==> src/cell_buffer_defines.svh <==
`ifndef CELL_BUFFER_DEFINES_SVH
`define CELL_BUFFER_DEFINES_SVH

// Bits per pixel
`define PIXEL_W     8

// Pixels per cell side, cells are square
`define CELL_PNUM   8

// Cells carried by one pixel group
`define GROUP_CNUM  4

// Cells per line, a multiple of GROUP_CNUM
`define LINE_CNUM   8

// Pixels per group
`define GROUP_PNUM  (`GROUP_CNUM * `CELL_PNUM)

`endif

==> src/frame_pkg.sv <==
`include "cell_buffer_defines.svh"

package frame_pkg;

    // Groups per line
    localparam int GROUP_NUM = `LINE_CNUM / `GROUP_CNUM;

    // Keep at least one bit when the line holds a single group
    localparam int GROUP_AW = (GROUP_NUM > 1) ? $clog2(GROUP_NUM) : 1;

    typedef logic [$clog2(`LINE_CNUM)-1:0] cell_addr_t;
    typedef logic [GROUP_AW-1:0]           group_addr_t;
    typedef logic [$clog2(`CELL_PNUM)-1:0] crow_addr_t;

    // One bit per cell of the line
    typedef logic [`LINE_CNUM-1:0] cell_mask_t;

endpackage

==> src/cell_bank.sv <==
`timescale 1ns/1ps
`include "cell_buffer_defines.svh"

module cell_bank
    import frame_pkg::*;
#(
    parameter type entry_t = logic [`PIXEL_W-1:0]
) (
    input  logic       clk,
    input  logic       rst_n_i,
    input  cell_mask_t wr_mask_i,
    input  crow_addr_t wr_row_i,
    input  entry_t     wr_data_i [`LINE_CNUM],
    input  cell_addr_t rd_cell_i,
    output entry_t     rd_rows_o [`CELL_PNUM]
);

    localparam int CELLS = `LINE_CNUM;
    localparam int ROWS  = `CELL_PNUM;

    // One entry per pixel row of every cell
    entry_t mem [CELLS][ROWS];

    // Several cells may be written in the same cycle, all at one row
    always_ff @(posedge clk or negedge rst_n_i) begin
        if (!rst_n_i) begin
            for (int c = 0; c < CELLS; c++) begin
                for (int r = 0; r < ROWS; r++) begin
                    mem[c][r] <= '0;
                end
            end
        end else begin
            for (int c = 0; c < CELLS; c++) begin
                if (wr_mask_i[c]) begin
                    mem[c][wr_row_i] <= wr_data_i[c];
                end
            end
        end
    end

    // All rows of the addressed cell
    always_comb begin
        for (int r = 0; r < ROWS; r++) begin
            rd_rows_o[r] = mem[rd_cell_i][r];
        end
    end

endmodule

==> config.mk <==
export PLATFORM = sky130hd
export DESIGN_NAME = cell_bank
export DESIGN_NICKNAME = d
export VERILOG_FILES = /design/src/frame_pkg.sv /design/src/cell_bank.sv
export VERILOG_INCLUDE_DIRS = /design/src
export SDC_FILE = /design/constraint.sdc
export NUM_CORES = 1
export LEC_CHECK = 0
export BUFFER_PORTS_ARGS = -buffer_cell sky130_fd_sc_hd__buf_2
export CORE_AREA = 2 2 248 250
export CTS_CLUSTER_SIZE = 24
export DETAILED_ROUTE_END_ITERATION = 7
export DIE_AREA = 0 0 250 252
export PLACE_DENSITY = 0.64
export SLEW_MARGIN = 5
export SYNTH_ARGS = -nofsm -noshare
export SYNTH_HDL_FRONTEND = slang
export SYNTH_SLANG_ARGS = --single-unit
==> constraint.sdc <==
create_clock -name clk -period 2.5 [get_ports clk]
set_clock_uncertainty 0.15 [all_clocks]
set_input_delay 0.25 -clock clk [delete_from_list [all_inputs] [get_ports clk]]
set_output_delay 0.25 -clock clk [all_outputs]
set_load 0.02 [all_outputs]
==> flow_summary.toml <==
[yosys]
synth-adder-area-share_pct = 0
combinational_family_with_the_most_area_after_synthesis = "multiplexers"
synth_sequential_area_ratio_pct = 53.8
postSynthNetCount = 1448
syn-mean-instance-area_um2 = 17.4
synth_xor_xnor_area_share_pct = 0
synth_compound_area_share_pct = 0
simple_gate_fraction_of_synth_area_pct = 4.44
ys.warnings.count = 0
synth_area_um2 = 23800
ys_seq_elements = 512
syn-instance-count = 1368
multiplexer_area_fraction_after_synthesis_pct = 39.3
yosys.cell_types.count = 15

[global_route]
gr-total-overflow = 0
vias_in_the_first_global_route = 14800
grt_first_pass_wirelength_um = 108000
grt_antenna_before_repair = 25
maximum_number_of_pins_on_one_net_before_global_route_repair = 79
grt_util_all_layers_pct = 24.1

[clocking]
cts_inserted_buffers = 52
cts-htree-levels = 2
postCtsSetupBuffers = 0
cts.sinks = 512
cts.repair.resized = 0
clock_latency_ns = 0.60
path_clk_slew_ns = 0.06
cts_tree = "yes"
cts-root-buf = "sky130_fd_sc_hd__clkbuf_16"
cts_hold_repair.buffers = 18
clock_path_buffers = 3

[routing]
first_iter_violations = 1194
drt-pass1-iter-count = 5
wl_per_cell_um = 31.3
drcViolationCount = 0
post_drt_via_cell_ratio = 5.89
detail-route-antenna-nets = 0
via_count = 14100
postRouteWirelength_um = 75000

[run]
maxCapViolCount = 0

[min_path]
hold_path_depth = 2
worstHoldPathType = "primary input to flip-flop"

[sta]
grt_setup_unrepaired = "no"
fin_crit_ns = 2.43
finalHoldViolations = 0
report.final.setup_viol = 0
fin_tns_setup_ns = 0
fmax_ghz = 0.411
period_share_pct = 97.3
slew_limit_fails = 0
crit_path_setup_slack_layout_ns = 0.0663
slew_headroom_pct = 61.0
max_slew.worst_pin.slew_ns = 0.585

[pwr]
irDropWorstVdd_uv = 526
cellLeakagePower_nw = 11.9
power_density_nw_per_um2 = 891

[die]
design.portCount = 144
core_um2 = 60100
num_rows = 90
floorplan.die_area_um2 = 63000
die_y_um = 252
die-width_um = 250
initial_utilization_pct = 39.6

[layout]
top_register = "mem"
final.fill_count = 5220
finalInstanceArea_um2 = 27900
number_of_flip_flops_under_the_largest_register_name = 512
final_standard_cell_count_with_taps_included_and_fillers_excluded = 2392
syn_to_final_growth_pct = 17.2
finalNetCount = 1644
largestRegisters = "mem (512)"
final_layout_size_suffix_gt1_share_pct = 66.3

[worst_setup_path]
cp-start-kind = "flip-flop"
r2r.worst_path.cells = 1
crit_path_max_fanout = 2
reg2reg_setup_slack_ns = 1.54
cp_data_required_time_ns = 2.10
critPathArrivalTime_ns = 2.03
timing.critical_path.to_type = "output port"
critPathKind = "flip-flop to output port"

[placement]
placement.setup.worst_slack_ns = 0.257
finalWeightedCongestion = 0.822
post-dp-hpwl_um = 51800
placement.io_buffers = 143
placed_cells = 2274
placement.cell_area_um2 = 25900

[outcome]
outcome = "completed"
layout by cell type, fill, tap and decap left out, drive strengths merged:
master,instances
and4bb,4
buf,212
bufinv,8
clkbuf,78
clkinv,9
clkinvlp,1
dfrtp,512
diode,2
dlygate4sd3,18
inv,2
mux2,576
mux4,128
nand4,8
nand4b,24
nor4b,8
nor4bb,20
per-stage QoR:
stage          power, mW  hold WS, ns  util, %
3_5_place_dp        16.5        0.117     43.0
2_1_floorplan       14.4       -0.196        -
4_1_cts             25.1     0.000282     46.4
3_3_place_gp        16.3        0.112     43.0
5_1_grt             25.9       0.0107     46.4
6_report            24.9       0.0258     46.4
power breakdown:
part / switching [mW] / leakage, nW / internal [mW]
combinational: 2.47 / 4.85 / 2.86
sequential: 0.914 / 6.14 / 10.1
clock: 3.40 / 0.919 / 5.12
total: 6.78 / 11.9 / 18.1
layer usage:
layer / GRT usage (%) / share of wire, % / vias up / wire (um)
li1: - / - / 5650 / -
met1: 33.6 / 42 / 7761 / 31500
met2: 37.8 / 47 / 570 / 35300
met3: 5.34 / 8.2 / 113 / 6140
met4: 7.17 / 2.7 / 2 / 2040
met5: 0 / 0.017 / - / 13
cell families after synthesis:
| family | after synthesis |
|---|---|
| simple gates | 64 |
| mux | 704 |
| buf+inv | 88 |
| flops | 512 |
Yosys cell counts, drive strengths merged:
cell type,n,area [um^2]
mux2,576,6490
dfrtp,512,12800
mux4,128,2880
buf,78,542
nand4b,24,518
nor4bb,20,200
clkbuf,10,37.5
nand4,8,100
nor4b,8,190
and4bb,4,50.1
path summary, 6_finish.rpt:
kind                               start             to
min in group asynchronous        rst_n_i       mem[273]
max in group asynchronous        rst_n_i        mem[83]
hold / removal             wr_data_i[24]       mem[240]
setup reg to reg                mem[469]       mem[469]
setup / recovery                 mem[36]  rd_rows_o[36]
hold reg to reg                  mem[84]        mem[84]
critical path, cell delays in order, from the launching register on:
cell and delay (ns):
sky130_fd_sc_hd__dfrtp_1 0.38, sky130_fd_sc_hd__mux4_2 0.55, sky130_fd_sc_hd__mux2_2 0.33, sky130_fd_sc_hd__buf_2 0.17
area by class of cell:
type,instances,area (um^2),share of cell area (%)
timing repair buffer,230,1710,6.12
sequential,512,12800,45.9
multi-input combinational,768,10600,37.8
clock buffer,78,1550,5.55
antenna,2,5.00,0.0179
clock inverter,20,318,1.14
tap,782,978,3.50
No activity file was read; power rests on OpenSTA's default activity.
